### config.mk
export PLATFORM = sky130hd
export DESIGN_NAME = stream_top
export DESIGN_NICKNAME = d
export VERILOG_FILES = /design/src/stream_pkg.sv /design/src/axis_distrib.sv /design/src/axis_fifo.sv /design/src/axis_join.sv /design/src/diff_stage.sv /design/src/peak_stage.sv /design/src/stream_top.sv
export SDC_FILE = /design/constraint.sdc
export NUM_CORES = 1
export LEC_CHECK = 0
export ABC_AREA = 1
export BUFFER_PORTS_ARGS = -buffer_cell sky130_fd_sc_hd__buf_2
export CORE_MARGIN = 2
export CORE_UTILIZATION = 28
export DETAILED_ROUTE_END_ITERATION = 10
export PLACE_DENSITY = 0.46
export SYNTH_ARGS = -nofsm -noshare
export SYNTH_HDL_FRONTEND = slang
export SYNTH_HIERARCHICAL = 1
export SYNTH_SLANG_ARGS = --single-unit
### constraint.sdc
create_clock -name s_axis_clk -period 8.84 [get_ports s_axis_clk]
set_input_delay 1.326 -clock s_axis_clk [delete_from_list [all_inputs] [get_ports s_axis_clk]]
set_output_delay 1.326 -clock s_axis_clk [all_outputs]
set_load 0.02 [all_outputs]
### src/stream_pkg.sv
// sample analyzer shared types

//////////////////////////////////////////////////////////////////////
// sizing and payload definitions
//////////////////////////////////////////////////////////////////////

package stream_pkg;

  // input sample width
  localparam int sample_width = 16;

  // distributor fan-out used at the top level
  localparam int num_branches = 2;

  // entries per branch FIFO
  localparam int fifo_depth = 4;

  // raw signed input sample
  typedef logic signed [sample_width-1:0] sample_t;

  // one extra bit so sample minus sample cannot overflow
  typedef logic signed [sample_width:0] diff_t;

  // unsigned magnitude
  // 32768 from the most negative sample still fits
  typedef logic [sample_width-1:0] peak_t;

  // output record, diff in the upper bits and peak in the lower bits
  typedef struct packed {
    diff_t diff;
    peak_t peak;
  } record_t;

endpackage

### src/axis_distrib.sv
// stream copy to all branches

module axis_distrib #(
  parameter int  num_outputs = 2,
  parameter type data_t      = logic [15:0]
) (
  input  logic                   s_axis_clk,
  input  logic                   s_axis_rst,

  // upstream side
  input  logic                   s_axis_tvalid,
  output logic                   s_axis_tready,
  input  data_t                  s_axis_tdata,

  // branch side, one shared data word
  output logic [num_outputs-1:0] m_axis_tvalid,
  input  logic [num_outputs-1:0] m_axis_tready,
  output data_t                  m_axis_tdata
);

  //////////////////////////////////////////////////////////////////////
  // take-mask bookkeeping
  //////////////////////////////////////////////////////////////////////

  // branches that already took the current sample
  logic [num_outputs-1:0] ready_all;
  // mask including transfers of this cycle
  logic [num_outputs-1:0] ready_all_next;
  // per-branch transfer this cycle
  logic [num_outputs-1:0] distrib_frame;
  // upstream transfer this cycle
  logic                   s_axis_frame;

  assign distrib_frame  = m_axis_tvalid & m_axis_tready;
  assign ready_all_next = ready_all | distrib_frame;

  // input completes only when the last branch takes its copy
  assign s_axis_tready = &ready_all_next;
  assign s_axis_frame  = s_axis_tvalid & s_axis_tready;

  // mask restarts with every new sample
  always_ff @(posedge s_axis_clk) begin
    if (s_axis_rst || s_axis_frame) begin
      ready_all <= '0;
    end else begin
      ready_all <= ready_all_next;
    end
  end

  //////////////////////////////////////////////////////////////////////
  // branch output registers
  //////////////////////////////////////////////////////////////////////

  // reload valid only for branches still owing a transfer
  // served branches drop to low until the next sample
  always_ff @(posedge s_axis_clk) begin
    if (s_axis_rst) begin
      m_axis_tvalid <= '0;
    end else begin
      m_axis_tvalid <= ~ready_all_next & {num_outputs{s_axis_tvalid}};
    end
  end

  // shared word follows the input until the sample is done
  always_ff @(posedge s_axis_clk) begin
    if (!s_axis_tready) begin
      m_axis_tdata <= s_axis_tdata;
    end
  end

  // a set mask bit always comes from a real transfer on that branch
  // and the branch then sees valid low
  for (genvar n = 0; n < num_outputs; n++) begin : g_mask_chk
    a_mask_from_frame: assert property (
      @(posedge s_axis_clk) disable iff (s_axis_rst)
      ready_all[n] |-> !m_axis_tvalid[n] &&
                       ($past(ready_all[n]) || $past(distrib_frame[n]))
    );
  end

endmodule

### src/axis_fifo.sv
// small synchronous stream FIFO

module axis_fifo #(
  parameter type payload_t = logic [7:0],
  parameter int  depth     = 4
) (
  input  logic     s_axis_clk,
  input  logic     s_axis_rst,

  input  logic     in_valid,
  output logic     in_ready,
  input  payload_t in_data,

  output logic     out_valid,
  input  logic     out_ready,
  output payload_t out_data
);

  // storage, no reset
  payload_t mem [depth];

  logic [$clog2(depth)-1:0]   wr_ptr;
  logic [$clog2(depth)-1:0]   rd_ptr;
  // occupancy, 0 to depth
  logic [$clog2(depth+1)-1:0] count;

  logic push;
  logic pop;

  assign in_ready  = count != $bits(count)'(depth);
  assign out_valid = count != '0;
  // head entry, visible the cycle after its push
  assign out_data  = mem[rd_ptr];

  assign push = in_valid && in_ready;
  assign pop  = out_valid && out_ready;

  always_ff @(posedge s_axis_clk) begin
    if (push) begin
      mem[wr_ptr] <= in_data;
    end
  end

  // pointers wrap at depth, any depth works
  always_ff @(posedge s_axis_clk) begin
    if (s_axis_rst) begin
      wr_ptr <= '0;
      rd_ptr <= '0;
      count  <= '0;
    end else begin
      if (push) begin
        wr_ptr <= (wr_ptr == $bits(wr_ptr)'(depth - 1)) ? '0 : wr_ptr + 1'b1;
      end
      if (pop) begin
        rd_ptr <= (rd_ptr == $bits(rd_ptr)'(depth - 1)) ? '0 : rd_ptr + 1'b1;
      end
      // push and pop together leave count alone
      if (push && !pop) begin
        count <= count + 1'b1;
      end else if (pop && !push) begin
        count <= count - 1'b1;
      end
    end
  end

  // full and not drained, nothing gets written
  a_no_push_full: assert property (
    @(posedge s_axis_clk) disable iff (s_axis_rst)
    (count == $bits(count)'(depth)) && !out_ready |=>
      (count == $bits(count)'(depth)) && $stable(wr_ptr)
  );

  // empty and nothing arriving, nothing gets read
  a_no_pop_empty: assert property (
    @(posedge s_axis_clk) disable iff (s_axis_rst)
    (count == '0) && !in_valid |=> (count == '0) && $stable(rd_ptr)
  );

endmodule

### src/axis_join.sv
// paired branch result join

module axis_join (
  input  logic                s_axis_clk,
  input  logic                s_axis_rst,

  // difference FIFO side
  input  logic                diff_valid,
  output logic                diff_ready,
  input  stream_pkg::diff_t   diff_data,

  // peak FIFO side
  input  logic                peak_valid,
  output logic                peak_ready,
  input  stream_pkg::peak_t   peak_data,

  // record output
  output logic                m_axis_tvalid,
  input  logic                m_axis_tready,
  output stream_pkg::record_t m_axis_tdata
);

  // output register free or being taken
  logic out_free;
  // pop both sides this cycle
  logic load;

  assign out_free = !m_axis_tvalid || m_axis_tready;
  assign load     = diff_valid && peak_valid && out_free;

  // common ready keeps the branches in step
  assign diff_ready = load;
  assign peak_ready = load;

  always_ff @(posedge s_axis_clk) begin
    if (s_axis_rst) begin
      m_axis_tvalid <= 1'b0;
    end else if (out_free) begin
      m_axis_tvalid <= diff_valid && peak_valid;
    end
  end

  always_ff @(posedge s_axis_clk) begin
    if (load) begin
      m_axis_tdata <= '{diff: diff_data, peak: peak_data};
    end
  end

  // both sides pop together and land in the next record
  a_paired_pop: assert property (
    @(posedge s_axis_clk) disable iff (s_axis_rst)
    (diff_ready || peak_ready) |-> (diff_ready && peak_ready) ##1
      (m_axis_tvalid && m_axis_tdata.diff == $past(diff_data) &&
       m_axis_tdata.peak == $past(peak_data))
  );

endmodule

### src/diff_stage.sv
// first difference branch

module diff_stage (
  input  logic              s_axis_clk,
  input  logic              s_axis_rst,

  input  logic              in_valid,
  output logic              in_ready,
  input  stream_pkg::sample_t in_sample,

  output logic              out_valid,
  input  logic              out_ready,
  output stream_pkg::diff_t out_diff
);

  import stream_pkg::*;

  // last accepted sample, zero after reset
  sample_t prev_sample;
  logic    in_fire;

  // room when empty or being drained this cycle
  assign in_ready = !out_valid || out_ready;
  assign in_fire  = in_valid && in_ready;

  always_ff @(posedge s_axis_clk) begin
    if (s_axis_rst) begin
      out_valid   <= 1'b0;
      prev_sample <= '0;
    end else begin
      if (in_ready) begin
        out_valid <= in_valid;
      end
      if (in_fire) begin
        prev_sample <= in_sample;
      end
    end
  end

  // sign-extend both operands, 17-bit result never wraps
  always_ff @(posedge s_axis_clk) begin
    if (in_fire) begin
      out_diff <= {in_sample[sample_width-1], in_sample} -
                  {prev_sample[sample_width-1], prev_sample};
    end
  end

  // stalled result keeps both valid and value
  a_diff_hold: assert property (
    @(posedge s_axis_clk) disable iff (s_axis_rst)
    out_valid && !out_ready |=> out_valid && $stable(out_diff)
  );

endmodule

### src/peak_stage.sv
// running peak magnitude branch

module peak_stage (
  input  logic                s_axis_clk,
  input  logic                s_axis_rst,

  input  logic                in_valid,
  output logic                in_ready,
  input  stream_pkg::sample_t in_sample,

  output logic                out_valid,
  input  logic                out_ready,
  output stream_pkg::peak_t   out_peak
);

  import stream_pkg::*;

  // whole pipe moves together
  logic  advance;
  // stage one
  logic  s1_valid;
  peak_t s1_mag;
  // magnitude of the incoming sample
  peak_t mag;
  // running peak, also the output register
  peak_t peak_q;

  assign advance  = !out_valid || out_ready;
  assign in_ready = advance;

  // two's complement negate
  // -32768 maps to 16'h8000 which reads as 32768 unsigned
  assign mag = in_sample[sample_width-1] ? peak_t'(~in_sample) + peak_t'(1) :
                                           peak_t'(in_sample);

  //////////////////////////////////////////////////////////////////////
  // stage one, magnitude
  //////////////////////////////////////////////////////////////////////

  always_ff @(posedge s_axis_clk) begin
    if (advance) begin
      s1_mag <= mag;
    end
  end

  //////////////////////////////////////////////////////////////////////
  // stage two, compare and update
  //////////////////////////////////////////////////////////////////////

  always_ff @(posedge s_axis_clk) begin
    if (s_axis_rst) begin
      s1_valid  <= 1'b0;
      out_valid <= 1'b0;
      peak_q    <= '0;
    end else if (advance) begin
      s1_valid  <= in_valid;
      out_valid <= s1_valid;
      // bubbles leave the peak alone
      if (s1_valid && (s1_mag > peak_q)) begin
        peak_q <= s1_mag;
      end
    end
  end

  assign out_peak = peak_q;

  // peak is monotonic until the next reset
  a_peak_mono: assert property (
    @(posedge s_axis_clk) disable iff (s_axis_rst)
    !s_axis_rst |=> peak_q >= $past(peak_q)
  );

endmodule

### src/stream_top.sv
// sample analyzer top level

module stream_top (
  input  logic                s_axis_clk,
  input  logic                s_axis_rst,

  // sample input
  input  logic                s_axis_tvalid,
  output logic                s_axis_tready,
  input  stream_pkg::sample_t s_axis_tdata,

  // record output
  output logic                m_axis_tvalid,
  input  logic                m_axis_tready,
  output stream_pkg::record_t m_axis_tdata
);

  import stream_pkg::*;

  //////////////////////////////////////////////////////////////////////
  // interconnect
  //////////////////////////////////////////////////////////////////////

  // distributor outputs, branch 0 diff, branch 1 peak
  logic [num_branches-1:0] dist_valid;
  logic [num_branches-1:0] dist_ready;
  sample_t                 dist_data;

  // stage to FIFO
  logic    diff_valid;
  logic    diff_ready;
  diff_t   diff_value;
  logic    peak_valid;
  logic    peak_ready;
  peak_t   peak_value;

  // FIFO to join
  logic    diff_fifo_valid;
  logic    diff_fifo_ready;
  diff_t   diff_fifo_data;
  logic    peak_fifo_valid;
  logic    peak_fifo_ready;
  peak_t   peak_fifo_data;

  //////////////////////////////////////////////////////////////////////
  // instances
  //////////////////////////////////////////////////////////////////////

  axis_distrib #(
    .num_outputs (num_branches),
    .data_t      (sample_t)
  ) i_distrib (
    .s_axis_clk    (s_axis_clk),
    .s_axis_rst    (s_axis_rst),
    .s_axis_tvalid (s_axis_tvalid),
    .s_axis_tready (s_axis_tready),
    .s_axis_tdata  (s_axis_tdata),
    .m_axis_tvalid (dist_valid),
    .m_axis_tready (dist_ready),
    .m_axis_tdata  (dist_data)
  );

  diff_stage i_diff (
    .s_axis_clk (s_axis_clk),
    .s_axis_rst (s_axis_rst),
    .in_valid   (dist_valid[0]),
    .in_ready   (dist_ready[0]),
    .in_sample  (dist_data),
    .out_valid  (diff_valid),
    .out_ready  (diff_ready),
    .out_diff   (diff_value)
  );

  peak_stage i_peak (
    .s_axis_clk (s_axis_clk),
    .s_axis_rst (s_axis_rst),
    .in_valid   (dist_valid[1]),
    .in_ready   (dist_ready[1]),
    .in_sample  (dist_data),
    .out_valid  (peak_valid),
    .out_ready  (peak_ready),
    .out_peak   (peak_value)
  );

  // same FIFO, different payloads
  axis_fifo #(
    .payload_t (diff_t),
    .depth     (fifo_depth)
  ) diff_fifo (
    .s_axis_clk (s_axis_clk),
    .s_axis_rst (s_axis_rst),
    .in_valid   (diff_valid),
    .in_ready   (diff_ready),
    .in_data    (diff_value),
    .out_valid  (diff_fifo_valid),
    .out_ready  (diff_fifo_ready),
    .out_data   (diff_fifo_data)
  );

  axis_fifo #(
    .payload_t (peak_t),
    .depth     (fifo_depth)
  ) peak_fifo (
    .s_axis_clk (s_axis_clk),
    .s_axis_rst (s_axis_rst),
    .in_valid   (peak_valid),
    .in_ready   (peak_ready),
    .in_data    (peak_value),
    .out_valid  (peak_fifo_valid),
    .out_ready  (peak_fifo_ready),
    .out_data   (peak_fifo_data)
  );

  axis_join i_join (
    .s_axis_clk    (s_axis_clk),
    .s_axis_rst    (s_axis_rst),
    .diff_valid    (diff_fifo_valid),
    .diff_ready    (diff_fifo_ready),
    .diff_data     (diff_fifo_data),
    .peak_valid    (peak_fifo_valid),
    .peak_ready    (peak_fifo_ready),
    .peak_data     (peak_fifo_data),
    .m_axis_tvalid (m_axis_tvalid),
    .m_axis_tready (m_axis_tready),
    .m_axis_tdata  (m_axis_tdata)
  );

endmodule

==> flow_summary_export.csv, run 1 <==
group,metric,value,unit
layout,design_area,13700,um2
sta,skew,0.0171,ns
setup_path,r2r_start,"peak_fifo/count[0]",
clocking,postCtsResizedCells,0,
sta,hold_viol_final,0,
layout,drive_above_1_share,14.9,%
synthesis,yosys.area_share.simple,14.1,%
layout,fin_nets,1222,
clocking,clk_latency,0.56,ns
synthesis,syn-num-nets,1159,
drt,first_pass_iters,4,
layout,n_fill_cell,4269,
synthesis,synth_mux_area_share,0,%
drt,vias_per_cell,4.30,
setup_path,path_class,"flop to output pin",
power_and_ir_drop,swShare,24.8,%
synthesis,yosysUniqueCellTypes,39,
synthesis,synth_top_area_share,53.8,%
power_and_ir_drop,p_per_area,222,nW/um2
floorplanning,core_area,42000,um2
floorplanning,rows,75,
drt,drt-initial-drc-count,378,
synthesis,synth_area_leaders,"edfxtp_1 54%, dfxtp_1 9.7%, nand2_1 5.1%",
sta,rsz0062_at_grt,"no",
sta,setup_tns,0,ns
drt,postRouteAntennaNets,0,
drt,wl,24.7,mm
clocking,clockBufferDepth,3,
job,drv_cap,0,
grt,grt_pass1_vias,7095,
clocking,h-tree-depth,1,
placed_design,dpl_worst_slack,5.47,ns
grt,grt_antenna_before_repair,0,
sta,slew_headroom,32.8,%
grt,grt_first_pass_wirelength,39.2,mm
synthesis,synthXorXnorAreaFrac,1.61,%
synthesis,async_flop_share,0,%
power_and_ir_drop,internal_power,2.28,mW
synthesis,synth_top_family_by_area,"simple AND/OR/NAND/NOR gates",
clocking,cts_root_buf,"clkbuf_16",
setup_path,endpoint_kind,"output pin",
setup_path,crit_path_end,"s_axis_tready",
placed_design,dpl.hpwl,16.3,mm
synthesis,ys_ff_latch,272,
floorplanning,start_util,28.4,%
synthesis,yosys.area.top_type,"edfxtp_1",
layout,area_growth,14.6,%
clocking,cts_buffers,30,
placed_design,dpl_cell_area,12700,um2
synthesis,netlist_instances,1091,
layout,final_common_cell,"edfxtp_1",
clocking,clk_pin_slew_worst_paths,0.06,ns
synthesis,postSynthAreaPerCell,10.9,um2
power_and_ir_drop,seqPwrFrac,49.5,%
synthesis,yosysSeqAreaShare,63.6,%
drt,vias,7383,
clocking,clock_sinks,272,
power_and_ir_drop,p_leak,5.37,nW
sta,finalCriticalPeriod,3.83,ns
placed_design,gp_congestion,0.763,
synthesis,synth_fa_ha_area_share,5.22,%
clocking,cts_hold_buf,0,
sta,fin_ws,5.01,ns
setup_path,r2r_cells,11,
setup_path,reg2reg_to,"peak_fifo/count[1]",
grt,grt_max_degree,40,
grt,overflow,0,
sta,finalSetupViolations,0,
floorplanning,io_pins,55,
synthesis,synth_flop_cell,"edfxtp_1",
setup_path,startpoint_type,"flop",
power_and_ir_drop,peakVddDrop,0.000129,V
clocking,cts_tree,"yes",
sta,fin_crit_sh,43.3,%
sta,max_freq,261,MHz
power_and_ir_drop,combPwrFrac,10.2,%
grt,grt.total_usage,11.2,%
floorplanning,die_h,210,um
layout,n_antenna_cell,0,
drt,wl_per_cell,14.4,um
status,status,"finished clean",
power_and_ir_drop,clock_power_share,40.3,%
synthesis,synth_edf_count,214,
synthesis,syn_area,11900,um2
placed_design,io_buffer_count,54,
drt,drc,0,
setup_path,regToRegSetupSlack,6.11,ns
worst_hold_path,min_path_type,"flop to flop",
floorplanning,die_area,44300,um2
clocking,cts_setup_buffers,0,
setup_path,crit_fanout,20,
layout,final_cell_mix,"214 x edfxtp_1, 162 x nand2_1, 148 x inv_1, 148 x nor2_1, 58 x dfxtp_1",
setup_path,cp.required,7.51,ns
synthesis,ys_warn_count,6,
setup_path,crit_start,"peak_fifo/count[1]",
sta,max_slew.worst_pin.slew,1.01,ns
power_and_ir_drop,p_switching,0.751,mW
synthesis,synth_compound_area_share,8.33,%
floorplanning,die_x,210,um
sta,drv_slew,0,
setup_path,cp_data_arrival_time,2.50,ns
## synthesized netlist by cell type, types with 8 or more instances
library cell  instances
ha_1                 45
o22ai_1              33
o21ai_2              16
inv_1               148
o21ai_1              37
o21ai_0              23
nor2_1              152
a211oi_1             16
dfxtp_1              58
buf_4                 8
nand2_1             162
buf_6                14
nand3_1              30
xor2_1               16
a21oi_1              37
edfxtp_1            214
nand2_2              18
## flip-flops by register name (all words and copies together), names as in the netlist, 16 cells and up, named ones only
name	cells
diff_fifo/mem	68
i_diff/out_diff	17
i_diff/prev_sample	16
i_distrib/m_axis_tdata	16
i_join/m_axis_tdata	33
i_peak/out_peak	16
i_peak/s1_mag	16
peak_fifo/mem	64
## cells by family after synthesis
group / count (synthesis)
AOI/OAI and AO/OA: 167
xor gates and xnor gates: 22
adders and majority gates: 48
and+or+nand+nor: 394
buffers and inverters: 188
DFF: 272
## metrics by stage
| step | hold slack (ns) | power, mW | instances | utilization [%] |
|---|---|---|---|---|
| 5_1_grt | 0.491 | 3.18 | 1716 | 32.5 |
| 3_5_place_dp | 0.460 | 1.84 | 1661 | 30.2 |
| 6_report | 0.470 | 3.03 | 1716 | 32.5 |
| 2_1_floorplan | 0.443 | 1.75 | 1091 | - |
| 4_1_cts | 0.474 | 3.08 | 1716 | 32.5 |
| 3_3_place_gp | 0.457 | 1.84 | 1661 | 30.2 |
## how the worst min path moves through the flow
stage,start,to,depth (start not counted)
global route,i_diff/prev_sample[5],i_diff/prev_sample[5],2
finish,i_diff/prev_sample[6],i_diff/prev_sample[6],2
global placement,i_diff/prev_sample[12],i_diff/prev_sample[12],2
CTS,i_diff/prev_sample[6],i_diff/prev_sample[6],2
floorplan,i_diff/prev_sample[15],i_diff/prev_sample[15],2
detailed placement,i_diff/prev_sample[6],i_diff/prev_sample[6],2
## layer usage
metal | GRT usage [%] | part of all wire (%)
met3 | 1.62 | 3.2
met2 | 17.6 | 44
met4 | 3.38 | 2.0
met5 | 0 | 0
met1 | 16.0 | 50
## power groups by stage
stage / logic [mW] / clock network, mW / registers (mW)
floorplan: 0.243 / 0 / 1.51
global placement: 0.313 / 0 / 1.53
detailed placement: 0.315 / 0 / 1.53
CTS: 0.316 / 1.27 / 1.50
global route: 0.359 / 1.31 / 1.51
finish: 0.310 / 1.22 / 1.50
## layout make-up
cell class | count | area [um2] | share of cell area, %
sequential | 272 | 7590 | 55.5
multi-input combinational | 631 | 3520 | 25.7
clock buffer | 38 | 791 | 5.78
tap | 539 | 674 | 4.93
inverter | 157 | 592 | 4.33
timing repair buffer | 62 | 330 | 2.42
clock inverter | 17 | 181 | 1.33
## critical path: stages, from the launching register on
cell	delay [ns]
dfxtp_1	0.34
nor2_2	0.17
nand2_2	0.10
nor2_1	0.17
inv_2	0.19
nand2_1	0.13
nand2_2	0.08
nand2_1	0.50
inv_1	0.08
buf_2	0.18
No activity file was read; power rests on OpenSTA's default activity.
==> run 2: changes to the inputs <==
==> constraint.sdc (replaced) <==
create_clock -name s_axis_clk -period 3.96 [get_ports s_axis_clk]
set_input_delay 0.594 -clock s_axis_clk [delete_from_list [all_inputs] [get_ports s_axis_clk]]
set_output_delay 0.594 -clock s_axis_clk [all_outputs]
set_load 0.02 [all_outputs]
==> flow_summary_export.csv, run 2 (synthesis gave the netlist of run 1 again) <==
group,metric,value,unit
layout,largest_register_ff_count,68,
floorplanning,core_area,42000,um2
floorplanning,die_area,44300,um2
grt,grt_max_degree,36,
grt,grt_first_pass_wirelength,38.8,mm
clocking,cts_buffers,29,
drt,drc,0,
setup_path,path_cells,"nor2_2 -> nand2_2 -> nor2_1 -> inv_2 -> nand2_1 -> nand2_2 -> nand2_1 -> buf_4 -> inv_1 -> buf_2",
setup_path,path_class,"flop to output pin",
power_and_ir_drop,combPwrFrac,10.3,%
setup_path,startpoint_type,"flop",
floorplanning,start_util,28.4,%
worst_hold_path,min_to,"i_distrib/m_axis_tdata[15]",
power_and_ir_drop,p_switching,1.69,mW
layout,final_common_cell,"edfxtp_1",
power_and_ir_drop,internal_power,5.08,mW
worst_hold_path,min_from,"s_axis_tdata[15]",
grt,gr-usage-met1,15.5,%
clocking,clockBufferDepth,3,
power_and_ir_drop,clock_power_share,40.3,%
setup_path,r2r_start,"peak_fifo/count[1]",
clocking,postCtsResizedCells,0,
sta,max_freq,339,MHz
grt,grt_use_met3,2.09,%
layout,drive_above_1_share,15.1,%
grt,gr-max-usage-layer,"met2",
sta,skew,0.0188,ns
floorplanning,rows,75,
placed_design,io_buffer_count,54,
floorplanning,die_x,210,um
sta,finalCriticalPeriod,2.95,ns
worst_hold_path,min_path_type,"input port to flop",
power_and_ir_drop,p_leak,5.38,nW
clocking,clk_latency,0.57,ns
layout,regMostFlops,"diff_fifo/mem",
setup_path,slowest_stage,"dfxtp_1",
grt,grt.total_usage,11.2,%
clocking,clock_sinks,272,
floorplanning,io_pins,55,
setup_path,reg2reg_to,"diff_fifo/count[1]",
power_and_ir_drop,finalPower,6.76,mW
worst_hold_path,holdPathStages,1,
drt,wl_per_cell,14.3,um
clocking,clk_pin_slew_worst_paths,0.06,ns
sta,drv_slew,0,
drt,vias_per_cell,4.26,
grt,grt_pass1_vias,7081,
setup_path,crit_fanout,20,
layout,n_fill_cell,4265,
setup_path,endpoint_kind,"output pin",
power_and_ir_drop,peakVddDrop,0.000295,V
status,status,"finished clean",
layout,area_growth,14.7,%
layout,reg.largest.list,"diff_fifo/mem x68, peak_fifo/mem x64, i_join/m_axis_tdata x33",
layout,final_cell_mix,"214 x edfxtp_1, 162 x nand2_1, 148 x inv_1, 148 x nor2_1, 58 x dfxtp_1",
drt,first_pass_iters,5,
placed_design,dpl_worst_slack,1.28,ns
sta,finalSetupViolations,0,
drt,drt-initial-drc-count,352,
floorplanning,die_h,210,um
layout,regArea,7590,um2
clocking,cts_hold_buf,0,
power_and_ir_drop,swShare,24.9,%
job,drv_cap,0,
drt,vias,7325,
power_and_ir_drop,p_per_area,494,nW/um2
drt,postRouteAntennaNets,0,
setup_path,slowest_delay,0.35,ns
grt,use_met2,17.9,%
setup_path,r2r_cells,10,
clocking,cts_tree,"yes",
setup_path,cp_data_arrival_time,2.35,ns
placed_design,gp_congestion,0.751,
placed_design,dpl.hpwl,16.3,mm
grt,overflow,0,
drt,wl,24.6,mm
setup_path,regToRegSetupSlack,1.41,ns
sta,hold_viol_final,0,
clocking,cts_setup_buffers,0,
sta,max_slew.worst_pin.slew,0.995,ns
power_and_ir_drop,seqPwrFrac,49.4,%
layout,n_antenna_cell,0,
sta,setup_tns,0,ns
sta,fin_ws,1.01,ns
sta,fin_crit_sh,74.5,%
layout,multi_input_area,3520,um2
clocking,cts_root_buf,"clkbuf_16",
layout,fin_nets,1224,
sta,slew_headroom,33.6,%
sta,rsz0062_at_grt,"no",
setup_path,cp.required,3.37,ns
clocking,h-tree-depth,1,
grt,grt_antenna_before_repair,0,
run 2: cell types whose count changed in the layout (fill, tap and decap cells not counted), sizes merged:
| cell | change |
|---|---|
| clkinv | +2 |
| clkinvlp | -1 |
| buf | +3 |
| clkbuf | -2 |
run 2: how the worst max path moves through the flow:
stage                               to               start  slack, ns  cells after the start
finish                   s_axis_tready  peak_fifo/count[1]       1.01                     10
global route             s_axis_tready  peak_fifo/count[1]       0.79                     10
CTS                      s_axis_tready  peak_fifo/count[1]       0.98                     10
detailed placement  diff_fifo/count[1]       m_axis_tready       1.28                      9
global placement    diff_fifo/count[1]       m_axis_tready       1.33                      9
floorplan           peak_fifo/count[1]  diff_fifo/count[0]       0.19                     11
run 2: routing by layer:
metal	up-vias	part of all wire, %
met5	-	0
met4	0	1.8
met3	30	4.0
met2	100	45
met1	3410	50
li1	3785	-
run 2: layout make-up:
cell class | instances | share of cell area, %
well taps | 539 | 4.93
flip-flops and latches | 272 | 55.4
clock inverters | 18 | 1.33
inverters | 157 | 4.32
repair buffers | 65 | 2.58
clock buffers | 36 | 5.71
multi-input cells | 631 | 25.7
run 2: stage by stage:
stage	cells	instance area (um2)	hold WS, ns	util (%)
6_report	1718	13700	0.195	32.6
2_1_floorplan	1091	11900	0.443	-
5_1_grt	1718	13700	0.169	32.6
3_3_place_gp	1664	12700	0.459	30.3
4_1_cts	1718	13700	0.169	32.6
3_5_place_dp	1664	12700	0.461	30.3
run 2: power by group through the flow:
stage	clock network (mW)	registers, mW	logic, mW
floorplan	0	3.37	0.542
global route	2.92	3.36	0.807
CTS	2.81	3.34	0.713
global placement	0	3.40	0.704
detailed placement	0	3.40	0.709
finish	2.72	3.34	0.698
run 2: worst max-delay path, delay by kind of cell (launching register included):
kind / cells / cell delay, ns
AND/OR/NAND/NOR: 6 / 0.77
buffers and inverters: 4 / 0.66
flip-flops: 1 / 0.35
